`src/rtl/router_defs.svh`:
```
`ifndef ROUTER_DEFS_SVH
`define ROUTER_DEFS_SVH

// Link geometry. Ports are numbered L, N, E, W, S from zero.
`define ROUTER_NUM_PORTS 5

// Flit fields. A flit id of 1 marks a header, 2 a body flit and 3 a tail.
`define ROUTER_FLIT_ID_W 3
`define ROUTER_LENGTH_W 12
`define ROUTER_DATA_W 16

// Entries held by each input FIFO.
`define ROUTER_FIFO_DEPTH 4

`endif

```
`src/rtl/routerPkg.sv`:
```
`include "router_defs.svh"

package routerPkg;

  typedef logic [`ROUTER_FLIT_ID_W-1:0] flitIdT;

  // Grant budget in flits, taken from the header length field.
  typedef logic [`ROUTER_LENGTH_W-1:0] flitLengthT;

  typedef logic [`ROUTER_DATA_W-1:0] flitDataT;

  // Port number, 0 to 4 for L, N, E, W and S.
  typedef logic [$clog2(`ROUTER_NUM_PORTS)-1:0] portIdxT;

  // One bit per port, bit 0 is L.
  typedef logic [`ROUTER_NUM_PORTS-1:0] portMaskT;

  // One-hot arbiter state. Bit 0 is idle, bits 1 to 5 grant L, N, E, W, S.
  typedef enum logic [`ROUTER_NUM_PORTS:0] {
    idle   = 6'b000001,
    grantL = 6'b000010,
    grantN = 6'b000100,
    grantE = 6'b001000,
    grantW = 6'b010000,
    grantS = 6'b100000
  } arbStateT;

endpackage

```
`src/rtl/inputPort.sv`:
```
`timescale 1ns/1ns
`include "router_defs.svh"

module inputPort (
  input  logic                  clk,
  input  logic                  rst,
  input  logic                  wrEn,
  input  routerPkg::flitIdT     wrFlitId,
  input  routerPkg::flitLengthT wrLength,
  input  routerPkg::flitDataT   wrData,
  input  logic                  grant,
  output logic                  full,
  output logic                  req,
  output routerPkg::flitIdT     headFlitId,
  output routerPkg::flitLengthT headLength,
  output routerPkg::flitDataT   headData
);

  localparam int Depth = `ROUTER_FIFO_DEPTH;
  localparam int PtrW = $clog2(Depth);
  localparam int CountW = $clog2(Depth + 1);

  routerPkg::flitIdT     idMem     [Depth];
  routerPkg::flitLengthT lengthMem [Depth];
  routerPkg::flitDataT   dataMem   [Depth];

  logic [PtrW-1:0]   wrPtr;
  logic [PtrW-1:0]   rdPtr;
  logic [CountW-1:0] count;
  logic              doWrite;
  logic              doPop;

  function automatic logic [PtrW-1:0] incPtr(input logic [PtrW-1:0] ptr);
    if (ptr == PtrW'(Depth - 1))
      return '0;
    return ptr + 1'b1;
  endfunction

  // A write into a full FIFO is dropped; the sender is expected to watch full.
  assign doWrite = wrEn && !full;
  assign doPop   = grant && req;

  assign full = (count == CountW'(Depth));
  assign req  = (count != '0);

  assign headFlitId = idMem[rdPtr];
  assign headLength = lengthMem[rdPtr];
  assign headData   = dataMem[rdPtr];

  always_ff @(posedge clk)
  begin
    if (doWrite)
    begin
      idMem[wrPtr]     <= wrFlitId;
      lengthMem[wrPtr] <= wrLength;
      dataMem[wrPtr]   <= wrData;
    end
  end

  always_ff @(posedge clk)
  begin
    if (rst)
    begin
      wrPtr <= '0;
      rdPtr <= '0;
      count <= '0;
    end
    else
    begin
      if (doWrite)
        wrPtr <= incPtr(wrPtr);
      if (doPop)
        rdPtr <= incPtr(rdPtr);
      // Simultaneous write and pop leave the occupancy unchanged.
      case ({doWrite, doPop})
        2'b10:   count <= count + 1'b1;
        2'b01:   count <= count - 1'b1;
        default: count <= count;
      endcase
    end
  end

  // ##########################################################
  // Protocol checks

  // The sender has no handshake and must hold off while full is high.
  noWriteWhenFull: assert property (@(posedge clk) disable iff (rst) wrEn |-> !full)
    else $error("inputPort: write strobe while the FIFO is full");

  // The arbiter must only grant a port whose FIFO holds a flit.
  noGrantWhenEmpty: assert property (@(posedge clk) disable iff (rst) grant |-> req)
    else $error("inputPort: grant while the FIFO is empty");

endmodule

```
`src/rtl/grantTimer.sv`:
```
`timescale 1ns/1ns

module grantTimer (
  input  logic                  clk,
  input  logic                  rst,
  input  routerPkg::flitLengthT loadLength,
  input  logic                  load,
  input  logic                  run,
  output logic                  timesUp
);

  routerPkg::flitLengthT budget;
  routerPkg::flitLengthT count;
  routerPkg::flitLengthT countNext;

  // Flits sent in this grant, the one leaving in the current cycle included.
  assign countNext = count + 1'b1;

  // High during the cycle that sends the last flit of the budget.
  assign timesUp = (countNext >= budget);

  always_ff @(posedge clk)
  begin
    if (rst)
    begin
      budget <= '0;
      count  <= '0;
    end
    else
    begin
      if (load)
        budget <= loadLength;
      // The count holds once the budget is spent so it cannot wrap back under it.
      if (!run)
        count <= '0;
      else if (!timesUp)
        count <= countNext;
    end
  end

endmodule

```
`src/rtl/outputArbiter.sv`:
```
`timescale 1ns/1ns
`include "router_defs.svh"

module outputArbiter (
  input  logic                  clk,
  input  logic                  rst,
  input  routerPkg::portMaskT   req,
  input  routerPkg::flitIdT     headFlitId0,
  input  routerPkg::flitIdT     headFlitId1,
  input  routerPkg::flitIdT     headFlitId2,
  input  routerPkg::flitIdT     headFlitId3,
  input  routerPkg::flitIdT     headFlitId4,
  input  routerPkg::flitLengthT headLength0,
  input  routerPkg::flitLengthT headLength1,
  input  routerPkg::flitLengthT headLength2,
  input  routerPkg::flitLengthT headLength3,
  input  routerPkg::flitLengthT headLength4,
  output routerPkg::portMaskT   grant
);

  localparam int NumPorts = `ROUTER_NUM_PORTS;
  localparam routerPkg::flitIdT HeaderId = routerPkg::flitIdT'(1);

  routerPkg::arbStateT   state;
  routerPkg::arbStateT   nextState;
  routerPkg::flitIdT     headFlitId [NumPorts];
  routerPkg::flitLengthT headLength [NumPorts];
  routerPkg::portMaskT   served;
  routerPkg::portMaskT   nextMask;
  routerPkg::portMaskT   timesUp;
  routerPkg::portMaskT   timerLoad;
  routerPkg::portIdxT    curIdx;

  assign headFlitId = '{headFlitId0, headFlitId1, headFlitId2, headFlitId3, headFlitId4};
  assign headLength = '{headLength0, headLength1, headLength2, headLength3, headLength4};

  // Port bits of the one-hot state; all zero in idle.
  assign served = state[NumPorts:1];
  assign grant  = served & req;

  // Idle behaves as if S had just been served, so the search starts at L.
  always_comb
  begin
    curIdx = routerPkg::portIdxT'(NumPorts - 1);
    for (int i = 0; i < NumPorts; i++)
    begin
      if (served[i])
        curIdx = routerPkg::portIdxT'(i);
    end
  end

  // ##########################################################
  // Next state with rotating priority

  always_comb
  begin
    int idx;
    idx = 0;
    nextMask = '0;
    if (|(grant & ~timesUp))
      nextMask = served;
    else
    begin
      // Walk from the farthest port to the nearest so the nearest requester wins.
      // The current port comes last, which lets a lone port keep the link.
      for (int off = NumPorts; off >= 1; off--)
      begin
        idx = (int'(curIdx) + off) % NumPorts;
        if (req[idx])
          nextMask = routerPkg::portMaskT'(1) << idx;
      end
    end
    if (nextMask == '0)
      nextState = routerPkg::idle;
    else
      nextState = routerPkg::arbStateT'({nextMask, 1'b0});
  end

  // A timer reloads only when its port is newly entered with a header at the head.
  always_comb
  begin
    for (int i = 0; i < NumPorts; i++)
      timerLoad[i] = nextMask[i] && !served[i] && (headFlitId[i] == HeaderId);
  end

  always_ff @(posedge clk)
  begin
    if (rst)
      state <= routerPkg::idle;
    else
      state <= nextState;
  end

  for (genvar p = 0; p < NumPorts; p++)
  begin : genTimer
    grantTimer i_timer (
      .clk        (clk),
      .rst        (rst),
      .loadLength (headLength[p]),
      .load       (timerLoad[p]),
      .run        (grant[p]),
      .timesUp    (timesUp[p])
    );
  end

  grantOneHot: assert property (@(posedge clk) disable iff (rst) $onehot0(grant))
    else $error("outputArbiter: more than one port granted");

endmodule

```
`src/rtl/outputStage.sv`:
```
`timescale 1ns/1ns
`include "router_defs.svh"

module outputStage (
  input  logic                clk,
  input  logic                rst,
  input  routerPkg::portMaskT grant,
  input  routerPkg::flitIdT   headFlitId0,
  input  routerPkg::flitIdT   headFlitId1,
  input  routerPkg::flitIdT   headFlitId2,
  input  routerPkg::flitIdT   headFlitId3,
  input  routerPkg::flitIdT   headFlitId4,
  input  routerPkg::flitDataT headData0,
  input  routerPkg::flitDataT headData1,
  input  routerPkg::flitDataT headData2,
  input  routerPkg::flitDataT headData3,
  input  routerPkg::flitDataT headData4,
  output logic                linkValid,
  output routerPkg::portIdxT  linkPort,
  output routerPkg::flitIdT   linkFlitId,
  output routerPkg::flitDataT linkData
);

  localparam int NumPorts = `ROUTER_NUM_PORTS;

  routerPkg::flitIdT   headFlitId [NumPorts];
  routerPkg::flitDataT headData   [NumPorts];
  routerPkg::portIdxT  selIdx;
  routerPkg::flitIdT   selFlitId;
  routerPkg::flitDataT selData;

  assign headFlitId = '{headFlitId0, headFlitId1, headFlitId2, headFlitId3, headFlitId4};
  assign headData   = '{headData0, headData1, headData2, headData3, headData4};

  // Grant is one-hot, so the last match is the only match.
  always_comb
  begin
    selIdx    = '0;
    selFlitId = headFlitId[0];
    selData   = headData[0];
    for (int i = 0; i < NumPorts; i++)
    begin
      if (grant[i])
      begin
        selIdx    = routerPkg::portIdxT'(i);
        selFlitId = headFlitId[i];
        selData   = headData[i];
      end
    end
  end

  always_ff @(posedge clk)
  begin
    if (rst)
      linkValid <= 1'b0;
    else
      linkValid <= |grant;
  end

  always_ff @(posedge clk)
  begin
    if (|grant)
    begin
      linkPort   <= selIdx;
      linkFlitId <= selFlitId;
      linkData   <= selData;
    end
  end

endmodule

```
`src/rtl/outputLinkTop.sv`:
```
`timescale 1ns/1ns

module outputLinkTop (
  input  logic                  clk,
  input  logic                  rst,
  input  logic                  wrEn0,
  input  routerPkg::flitIdT     wrFlitId0,
  input  routerPkg::flitLengthT wrLength0,
  input  routerPkg::flitDataT   wrData0,
  input  logic                  wrEn1,
  input  routerPkg::flitIdT     wrFlitId1,
  input  routerPkg::flitLengthT wrLength1,
  input  routerPkg::flitDataT   wrData1,
  input  logic                  wrEn2,
  input  routerPkg::flitIdT     wrFlitId2,
  input  routerPkg::flitLengthT wrLength2,
  input  routerPkg::flitDataT   wrData2,
  input  logic                  wrEn3,
  input  routerPkg::flitIdT     wrFlitId3,
  input  routerPkg::flitLengthT wrLength3,
  input  routerPkg::flitDataT   wrData3,
  input  logic                  wrEn4,
  input  routerPkg::flitIdT     wrFlitId4,
  input  routerPkg::flitLengthT wrLength4,
  input  routerPkg::flitDataT   wrData4,
  output logic                  full0,
  output logic                  full1,
  output logic                  full2,
  output logic                  full3,
  output logic                  full4,
  output logic                  linkValid,
  output routerPkg::portIdxT    linkPort,
  output routerPkg::flitIdT     linkFlitId,
  output routerPkg::flitDataT   linkData
);

  routerPkg::portMaskT   req;
  routerPkg::portMaskT   grant;
  routerPkg::flitIdT     headFlitId0, headFlitId1, headFlitId2, headFlitId3, headFlitId4;
  routerPkg::flitLengthT headLength0, headLength1, headLength2, headLength3, headLength4;
  routerPkg::flitDataT   headData0, headData1, headData2, headData3, headData4;

  // ##########################################################
  // Input ports L, N, E, W, S

  inputPort i_portL (.clk(clk), .rst(rst), .wrEn(wrEn0), .wrFlitId(wrFlitId0),
    .wrLength(wrLength0), .wrData(wrData0), .grant(grant[0]), .full(full0), .req(req[0]),
    .headFlitId(headFlitId0), .headLength(headLength0), .headData(headData0));

  inputPort i_portN (.clk(clk), .rst(rst), .wrEn(wrEn1), .wrFlitId(wrFlitId1),
    .wrLength(wrLength1), .wrData(wrData1), .grant(grant[1]), .full(full1), .req(req[1]),
    .headFlitId(headFlitId1), .headLength(headLength1), .headData(headData1));

  inputPort i_portE (.clk(clk), .rst(rst), .wrEn(wrEn2), .wrFlitId(wrFlitId2),
    .wrLength(wrLength2), .wrData(wrData2), .grant(grant[2]), .full(full2), .req(req[2]),
    .headFlitId(headFlitId2), .headLength(headLength2), .headData(headData2));

  inputPort i_portW (.clk(clk), .rst(rst), .wrEn(wrEn3), .wrFlitId(wrFlitId3),
    .wrLength(wrLength3), .wrData(wrData3), .grant(grant[3]), .full(full3), .req(req[3]),
    .headFlitId(headFlitId3), .headLength(headLength3), .headData(headData3));

  inputPort i_portS (.clk(clk), .rst(rst), .wrEn(wrEn4), .wrFlitId(wrFlitId4),
    .wrLength(wrLength4), .wrData(wrData4), .grant(grant[4]), .full(full4), .req(req[4]),
    .headFlitId(headFlitId4), .headLength(headLength4), .headData(headData4));

  // ##########################################################
  // Arbitration and link register

  outputArbiter i_arbiter (.clk(clk), .rst(rst), .req(req),
    .headFlitId0(headFlitId0), .headFlitId1(headFlitId1), .headFlitId2(headFlitId2),
    .headFlitId3(headFlitId3), .headFlitId4(headFlitId4),
    .headLength0(headLength0), .headLength1(headLength1), .headLength2(headLength2),
    .headLength3(headLength3), .headLength4(headLength4), .grant(grant));

  outputStage i_stage (.clk(clk), .rst(rst), .grant(grant),
    .headFlitId0(headFlitId0), .headFlitId1(headFlitId1), .headFlitId2(headFlitId2),
    .headFlitId3(headFlitId3), .headFlitId4(headFlitId4),
    .headData0(headData0), .headData1(headData1), .headData2(headData2),
    .headData3(headData3), .headData4(headData4),
    .linkValid(linkValid), .linkPort(linkPort), .linkFlitId(linkFlitId), .linkData(linkData));

endmodule

```
`config.mk`:
```
export PLATFORM = sky130hd
export DESIGN_NAME = outputLinkTop
export DESIGN_NICKNAME = d
export VERILOG_FILES = /design/src/rtl/routerPkg.sv /design/src/rtl/inputPort.sv /design/src/rtl/grantTimer.sv /design/src/rtl/outputArbiter.sv /design/src/rtl/outputStage.sv /design/src/rtl/outputLinkTop.sv
export VERILOG_INCLUDE_DIRS = /design/src /design/src/rtl
export SDC_FILE = /design/constraint.sdc
export NUM_CORES = 1
export LEC_CHECK = 0
export BUFFER_PORTS_ARGS = -buffer_cell sky130_fd_sc_hd__buf_4
export CORE_ASPECT_RATIO = 1.4
export CORE_MARGIN = 4
export CORE_UTILIZATION = 55
export DETAILED_ROUTE_END_ITERATION = 16
export PLACE_DENSITY = 0.79
export SYNTH_ARGS = -nofsm -noshare
export SYNTH_HDL_FRONTEND = slang
export SYNTH_SLANG_ARGS = --single-unit
```
`constraint.sdc`:
```
create_clock -name clk -period 5.9 [get_ports clk]
set_input_delay 1.18 -clock clk [delete_from_list [all_inputs] [get_ports clk]]
set_output_delay 1.18 -clock clk [all_outputs]
set_load 0.005 [all_outputs]
```
### Word level (Yosys, flattened, before mapping)

Memories as Yosys holds them, arrays and structs flattened. A register that Yosys moved wholly into a read port is not among the register bits.
Cells that the tools add are included.

| word-level totals | value |
|---|---|
| flip-flop bits (word level) | 123 |
| bits in latches | 0 |
| bits in writable memories | 620 |
| memory bits (read-only) | 0 |
| output and inout port bits | 28 |
| logic and storage cells | 299 |
| memories | 15 |

Memory list:

| name | depth | bits a word | read ports | clocked after memory_dff | write ports | RTL line | source |
|---|---|---|---|---|---|---|---|
| i_portE.dataMem | 4 | 16 | 1 | 1 | 1 | inputPort.sv:25 | `routerPkg::flitDataT dataMem [Depth];` |
| i_portL.dataMem | 4 | 16 | 1 | 1 | 1 | inputPort.sv:25 |  |
| i_portN.dataMem | 4 | 16 | 1 | 1 | 1 | inputPort.sv:25 |  |
| i_portS.dataMem | 4 | 16 | 1 | 1 | 1 | inputPort.sv:25 |  |
| i_portW.dataMem | 4 | 16 | 1 | 1 | 1 | inputPort.sv:25 |  |
| i_portE.lengthMem | 4 | 12 | 1 | 1 | 1 | inputPort.sv:24 | `routerPkg::flitLengthT lengthMem [Depth];` |
| 9 more memories | n/a | n/a | n/a | n/a | n/a | n/a |  |

| operators by class | value |
|---|---|
| add/sub/neg operators | 30 |
| multiply operators | 0 |
| div/mod/pow operators | 5 |
| $lt $le $gt $ge | 10 |
| equal/unequal tests | 30 |
| shift-type cells | 5 |
| muxes and demuxes | 122 |
| bitwise logic cells | 8 |
| reduce and logical (&&, ||, !) cells | 49 |

Operator list:

| operator | count |
|---|---|
| < comparator 32 x 5 -> 1 bit (second input constant) | 5 |
| modulo 32 x 4 -> 32 bit (second input constant) | 5 |
| << shifter 1 x 32 -> 5 bit (first input constant) | 5 |
| two-way mux 2 bit | 42 |
| two-way mux 16 bit | 4 |
| adder 12 x 1 -> 12 bit (second input constant) | 5 |
| >= comparator 12 bit | 5 |
| two-way mux 1 bit | 51 |
| == test 2 bit (second input constant) | 15 |
| two-way mux 5 bit | 6 |
| case mux 3 bit (2 select lines) | 5 |
| two-way mux 3 bit | 9 |
| adder 2 x 1 -> 2 bit (second input constant) | 10 |
| logical AND 1 bit | 20 |
| adder 3 x 1 -> 3 bit (second input constant) | 5 |
| binary-select mux 1 bit (select 3 bit) | 5 |
| == test 3 x 1 -> 1 bit (second input constant) | 5 |
| == test 3 bit (second input constant) | 5 |
| nonzero test 3 bit | 5 |
| subtractor 3 x 1 -> 3 bit (second input constant) | 5 |
| OR reduction 2 bit | 6 |
| AND 5 bit | 2 |
| == test 2 x 1 -> 1 bit (second input constant) | 5 |
| zero test 1 bit | 10 |
| 8 further kinds | 19 |

### Logic depth before layout (Yosys ltp)

| logic depth | value |
|---|---|
| depth after elaboration | 18 |
| gate-level depth with buffers | 28 |
| mapped depth without buffers | 22 |

### Cells and area by module

A second synthesis with hierarchy kept.

| second synthesis, totals | value |
|---|---|
| cell total of the unflattened synthesis | 2490 |
| area total of the unflattened synthesis | 36750.2 um^2 |

Modules (own cells, without submodules):

| module | instances | cells each | area each (um^2) |
|---|---|---|---|
| inputPort | 5 | 215 | 4958.5 |
| grantTimer | 5 | 175 | 1525.2 |
| outputArbiter | 1 | 380 | 2743.9 |
| outputStage | 1 | 160 | 1587.8 |

### Worst setup path before layout

Ideal clock, no wire load.

| timing path | value |
|---|---|
| path type | reg2reg |
| start point | reg i_arbiter.state[3] |
| end point | reg i_arbiter.genTimer[0].i_timer.budget[0] (read register of i_portL.lengthMem) |
| setup time | 134 ps |
| arrival | 6135 ps |
| data required time | 5766 ps |
| path slack | -370 ps |
| cell stages (with the launch flop) | 29 |
| path buffers | 6 |
| period minus slack after synthesis | 6270 ps |
| cell sequence | dfxtp_1 clkbuf_1 nand2b_1 a21oi_1 clkbuf_1 clkbuf_1 inv_1 ha_1 clkbuf_1 or3_1 nand2_1 inv_1 ha_1 or2_2 a211o_1 o211ai_2 xnor2_2 inv_1 ha_1 mux4_2 o211ai_1 mux2i_1 a31oi_1 or2_1 clkbuf_1 a2111o_1 clkbuf_1 o311ai_0 o31ai_1 |

| on the way | value |
|---|---|
| cells in the longest elaborated chain, start to end | 16 |
| elaborated cells between the ends (all ways) | 44 |
| those cells by class | add/sub (5); div (5); shift (5); mux (24); bitwise (2); reduce/logical (3) |

Ends and longest elaborated chain:

| element | RTL line | source |
|---|---|---|
| start, declared | outputArbiter.sv:24 | `routerPkg::arbStateT state;` |
| start signal, assigned | outputArbiter.sv:89 | `state <= routerPkg::idle;` |
| start signal, assigned | outputArbiter.sv:91 | `state <= nextState;` |
| two-way mux 3 bit (3 in a row) | outputArbiter.sv:47 | `if (served[i])` |
| adder 3 x 3 -> 4 bit | outputArbiter.sv:68 | `idx = (int'(curIdx) + off) % NumPorts;` |
| modulo 32 x 4 -> 32 bit | outputArbiter.sv:68 |  |
| binary-select mux 1 bit (select 3 bit) | outputArbiter.sv:69 | `if (req[idx])` |
| two-way mux 1 bit (not written as such) (2 in a row) | outputArbiter.sv:69 |  |
| two-way mux 5 bit (5 in a row) | outputArbiter.sv:69 |  |
| two-way mux 5 bit * | outputArbiter.sv:60 | `if (\|(grant & ~timesUp))` |
| logical AND 1 bit * (2 in a row) | outputArbiter.sv:83 | `timerLoad[i] = nextMask[i] && !served[i] && (headFlitId[i] == HeaderId);` |
| end, declared | grantTimer.sv:12 | `routerPkg::flitLengthT budget;` |

Mark *: on every way between the ends. The rest lies on a longest branch, timed or not. The select of a mux whose other input is x is not followed.
A chain may end at the register's enable or synchronous reset.

### Worst setup path in the final report

| timing path | value |
|---|---|
| start point | reg i_arbiter.state[3] |
| end point | reg i_arbiter.genTimer[0].i_timer.budget[1] (read register of i_portL.lengthMem) |

The elaborated chain is that of the path after synthesis.

==> results by group <==
Min path
  • Hold wc startpoint: i_arbiter.genTimer[3].i_timer.budget[1]
  • HP Class: reg2reg

STA
  • Setup violations, final: 0
  • Final Max Slew Viols: 0
  • Fmax: 0.183 GHz
  • Final Skew: 0.0349 ns
  • Worst slew pin tran: 1.13 ns
  • Period Utilization, post-route: 0.926
  • Post-route setup TNS: 0 ns
  • Slew margin rel.: 0.242
  • Hold Violations, Final: 0
  • Period minus WS final: 5.46 ns
  • RSZ-0062 raised after global routing: no
  • WHS: 0.457 ns

Yosys
  • YS warnings: 0
  • Post-synthesis sequential area ratio: 0.636
  • Synthesized cell area: 35700 um^2
  • Synth top area cells: edfxtp_1 (54%), mux4_2 (9.8%), dfxtp_1 (9.6%), ha_1 (4.5%), nand2_1 (2.8%)
  • Mean post-synth cell area: 14.3 um^2
  • Post-synth EDFFs: 642
  • Area leader, netlist: edfxtp_1
  • Synth Register Bits: 813
  • Synth top area share: 0.540
  • Cells after Synth: 2502
  • Most used DFF post-synth: edfxtp_1
  • Most frequent cells after synthesis: edfxtp_1 (642), nand2_1 (268), dfxtp_1 (171)
  • Syn nets: 2798
  • Most frequent cell after synthesis: edfxtp_1
  • Async SR Flop Fraction: 0
  • Post-synthesis cell type count: 76

Placed design
  • Dpl hpwl: 60000 um
  • Post-placement cell count: 3495
  • Port buffer count: 189
  • Gp weighted congestion: 0.890

Setup path
  • Worst setup path start: i_arbiter.state[3]
  • CP max stage delay: 0.41 ns
  • Nature of the critical path endpoint: flop
  • Worst path slowest cell: a2111o_1
  • Worst EP required: 6.40 ns
  • Critical Path Start Type: flop
  • Crit-path leading delay family: compound AO/OA/AOI/OAI gates
  • Critical path type: reg2reg
  • CP bufs+invs: 4
  • Worst-path fanout max: 12
  • R2R Path Start: i_arbiter.state[3]
  • Worst-path cell chain: nand2b_1 > a21oi_4 > inv_1 > ha_1 > or3_1 > nand2_1 > inv_1 > ha_1 > or2_2 > a211o_1 > o211ai_2 > xnor2_2 > inv_1 > ha_1 > mux4_2 > o211ai_1 > mux2i_1 > a31oi_1 > or2_1 > a2111o_1 > buf_4 > o311ai_0 > o31ai_1
  • Crit path arrival time: 5.96 ns

Final layout
  • Final cell count without fillers: 3635
  • Area growth, synth to finish: 14.5%
  • Share of layout cells above drive strength 1: 0.203
  • Final #Nets: 3028

Power
  • Comb power frac: 0.353
  • Clock power frac: 0.267
  • Cell internal pwr: 0.0120 W
  • Lkg Pwr: 14.6 nW
  • PwrDens: 449 nW/um^2
  • Seq pwr share: 0.380
  • Max IR drop VDD: 0.380 mV
  • Sw Pwr: 0.00638 W
  • Net Sw Frac: 0.348

Global routing
  • Initial antenna violation count: 5
  • Largest net degree at the start of global routing: 77
  • Total congestion overflow: 0
  • First-pass GRT wire length: 132000 um
  • Vias in the first global route: 22500
  • Total GRT Usage: 0.250

Floorplanning
  • # IOs: 190
  • # rows: 110
  • Die Y: 309 um
  • Placeable Area: 64300 um^2
  • Die Area: 69100 um^2
  • Initial core utilization: 0.555
  • Die width: 223 um

Drt
  • Initial DRC Count: 1975
  • Final WL: 86600 um
  • DRT Pass-1 Iters: 6
  • Drt wl/cell: 23.8 um
  • Vias: 21800
  • # DRC: 0
  • Vias per Instance: 6.00
  • Remaining antenna violation count after routing: 0

CTS
  • CTS H-tree lvls: 3
  • TritonCTS buffer count: 75
  • Sink Count: 813
  • Root Buffer: clkbuf_16
  • Worst-case clock buffer depth: 3
  • Post-CTS setup buffer count: 0
  • Clock Pin Slew Worst Setup and Hold Paths: 0.07 ns
  • CTS tree: built
  • Clock latency on the worst-skew pair: 0.64 ns

Outcome
  • Outcome: finished clean

Run
  • Max_cap viols: 0
-- layout make-up --
cell class | count | area, um^2
multi-input cells | 1454 | 12100
well taps | 840 | 1050
clock buffers | 91 | 2040
repair buffers | 260 | 1990
clock inverters | 47 | 457
diodes | 2 | 5.00
fillers | 4513 | 23400
flip-flops and latches | 813 | 22700
inverters | 128 | 482
-- worst reg2reg max path, cell delays in order (launching register included) --
cell,delay (ns)
dfxtp_1,0.40
nand2b_1,0.26
a21oi_4,0.15
inv_1,0.10
ha_1,0.24
or3_1,0.38
nand2_1,0.12
inv_1,0.09
ha_1,0.23
or2_2,0.33
a211o_1,0.31
o211ai_2,0.13
xnor2_2,0.16
inv_1,0.11
ha_1,0.34
mux4_2,0.26
o211ai_1,0.09
mux2i_1,0.20
a31oi_1,0.07
or2_1,0.26
a2111o_1,0.41
buf_4,0.19
o311ai_0,0.37
o31ai_1,0.13
-- layout by cell type, fill, tap and decap left out, drive strengths merged, types with 66 or more instances in the layout --
cell,n
nor2,153
inv,130
a21oi,95
nand2,268
xor2,66
ha,128
edfxtp,642
dfxtp,171
mux4,156
buf,260
clkbuf,91
-- power by group through the flow --
stage	sequential, W	combinational (W)	clock, W
2_1_floorplan	0.00697	0.00427	0
3_5_place_dp	0.00709	0.00638	0
4_1_cts	0.00698	0.00642	0.00499
6_report	0.00697	0.00648	0.00491
5_1_grt	0.00702	0.00701	0.00523
3_3_place_gp	0.00706	0.00631	0
-- metal layers --
| metal | up-vias | GRT usage | routed length (um) |
|---|---|---|---|
| met5 | - | 0 | 21 |
| met4 | 4 | 0.101 | 3410 |
| met3 | 188 | 0.0343 | 4600 |
| met2 | 772 | 0.449 | 46200 |
| met1 | 11000 | 0.306 | 32300 |
| li1 | 9845 | - | - |
-- cells by family (layout without fill, tap and decap cells) --
logic type      after synthesis  after routing  share of synthesized area
mux                         215            215                      0.115
simple gates                659            659                     0.0848
flops                       813            813                      0.636
fa+ha+maj                   134            134                     0.0482
other cells                   0              2                          0
buf+inv                     235            526                     0.0252
xor+xnor                    116            116                     0.0287
compound gates              330            330                     0.0622
-- worst paths after layout --
kind,cells past startpoint,end,slack [ns]
worst max-delay path,23,i_arbiter.genTimer[0].i_timer.budget[1],0.44
worst min-delay path,2,i_arbiter.genTimer[3].i_timer.budget[1],0.46
worst max register to register,23,i_arbiter.genTimer[0].i_timer.budget[1],0.44
worst min register to register,2,i_arbiter.genTimer[3].i_timer.budget[1],0.46
-- metrics by stage --
stage	utilization	setup slack (ns)	cell area, um^2	total power (W)
finish	0.636	0.438	40900	0.0184
global route	0.636	0.0695	40900	0.0193
CTS	0.636	0.295	40800	0.0184
detailed placement	0.597	0.321	38300	0.0135
global placement	0.597	0.456	38300	0.0134
floorplan	-	0.0477	35700	0.0112
-- registers in the layout (all words and copies together) (netlist names), 12 cells and up, named ones only --
| name | count |
|---|---|
| i_portE.dataMem | 64 |
| i_portL.dataMem | 64 |
| i_portN.dataMem | 64 |
| i_portS.dataMem | 64 |
| i_portW.dataMem | 64 |
| i_arbiter.genTimer.i_timer.budget | 60 |
| i_arbiter.genTimer.i_timer.count | 60 |
| i_portE.lengthMem | 48 |
| i_portL.lengthMem | 48 |
| i_portN.lengthMem | 48 |
| i_portS.lengthMem | 48 |
| i_portW.lengthMem | 48 |
| i_stage.linkData | 16 |
| i_portE.idMem | 12 |
| i_portL.idMem | 12 |
| i_portN.idMem | 12 |
| i_portS.idMem | 12 |
| i_portW.idMem | 12 |
-- what timing repair did --
item,in CTS,in global routing
resized for setup,0,3
hold buffers,0,0
endpoints found under the setup margin,0,49
Note: power is estimated with default switching activity, not from simulation.
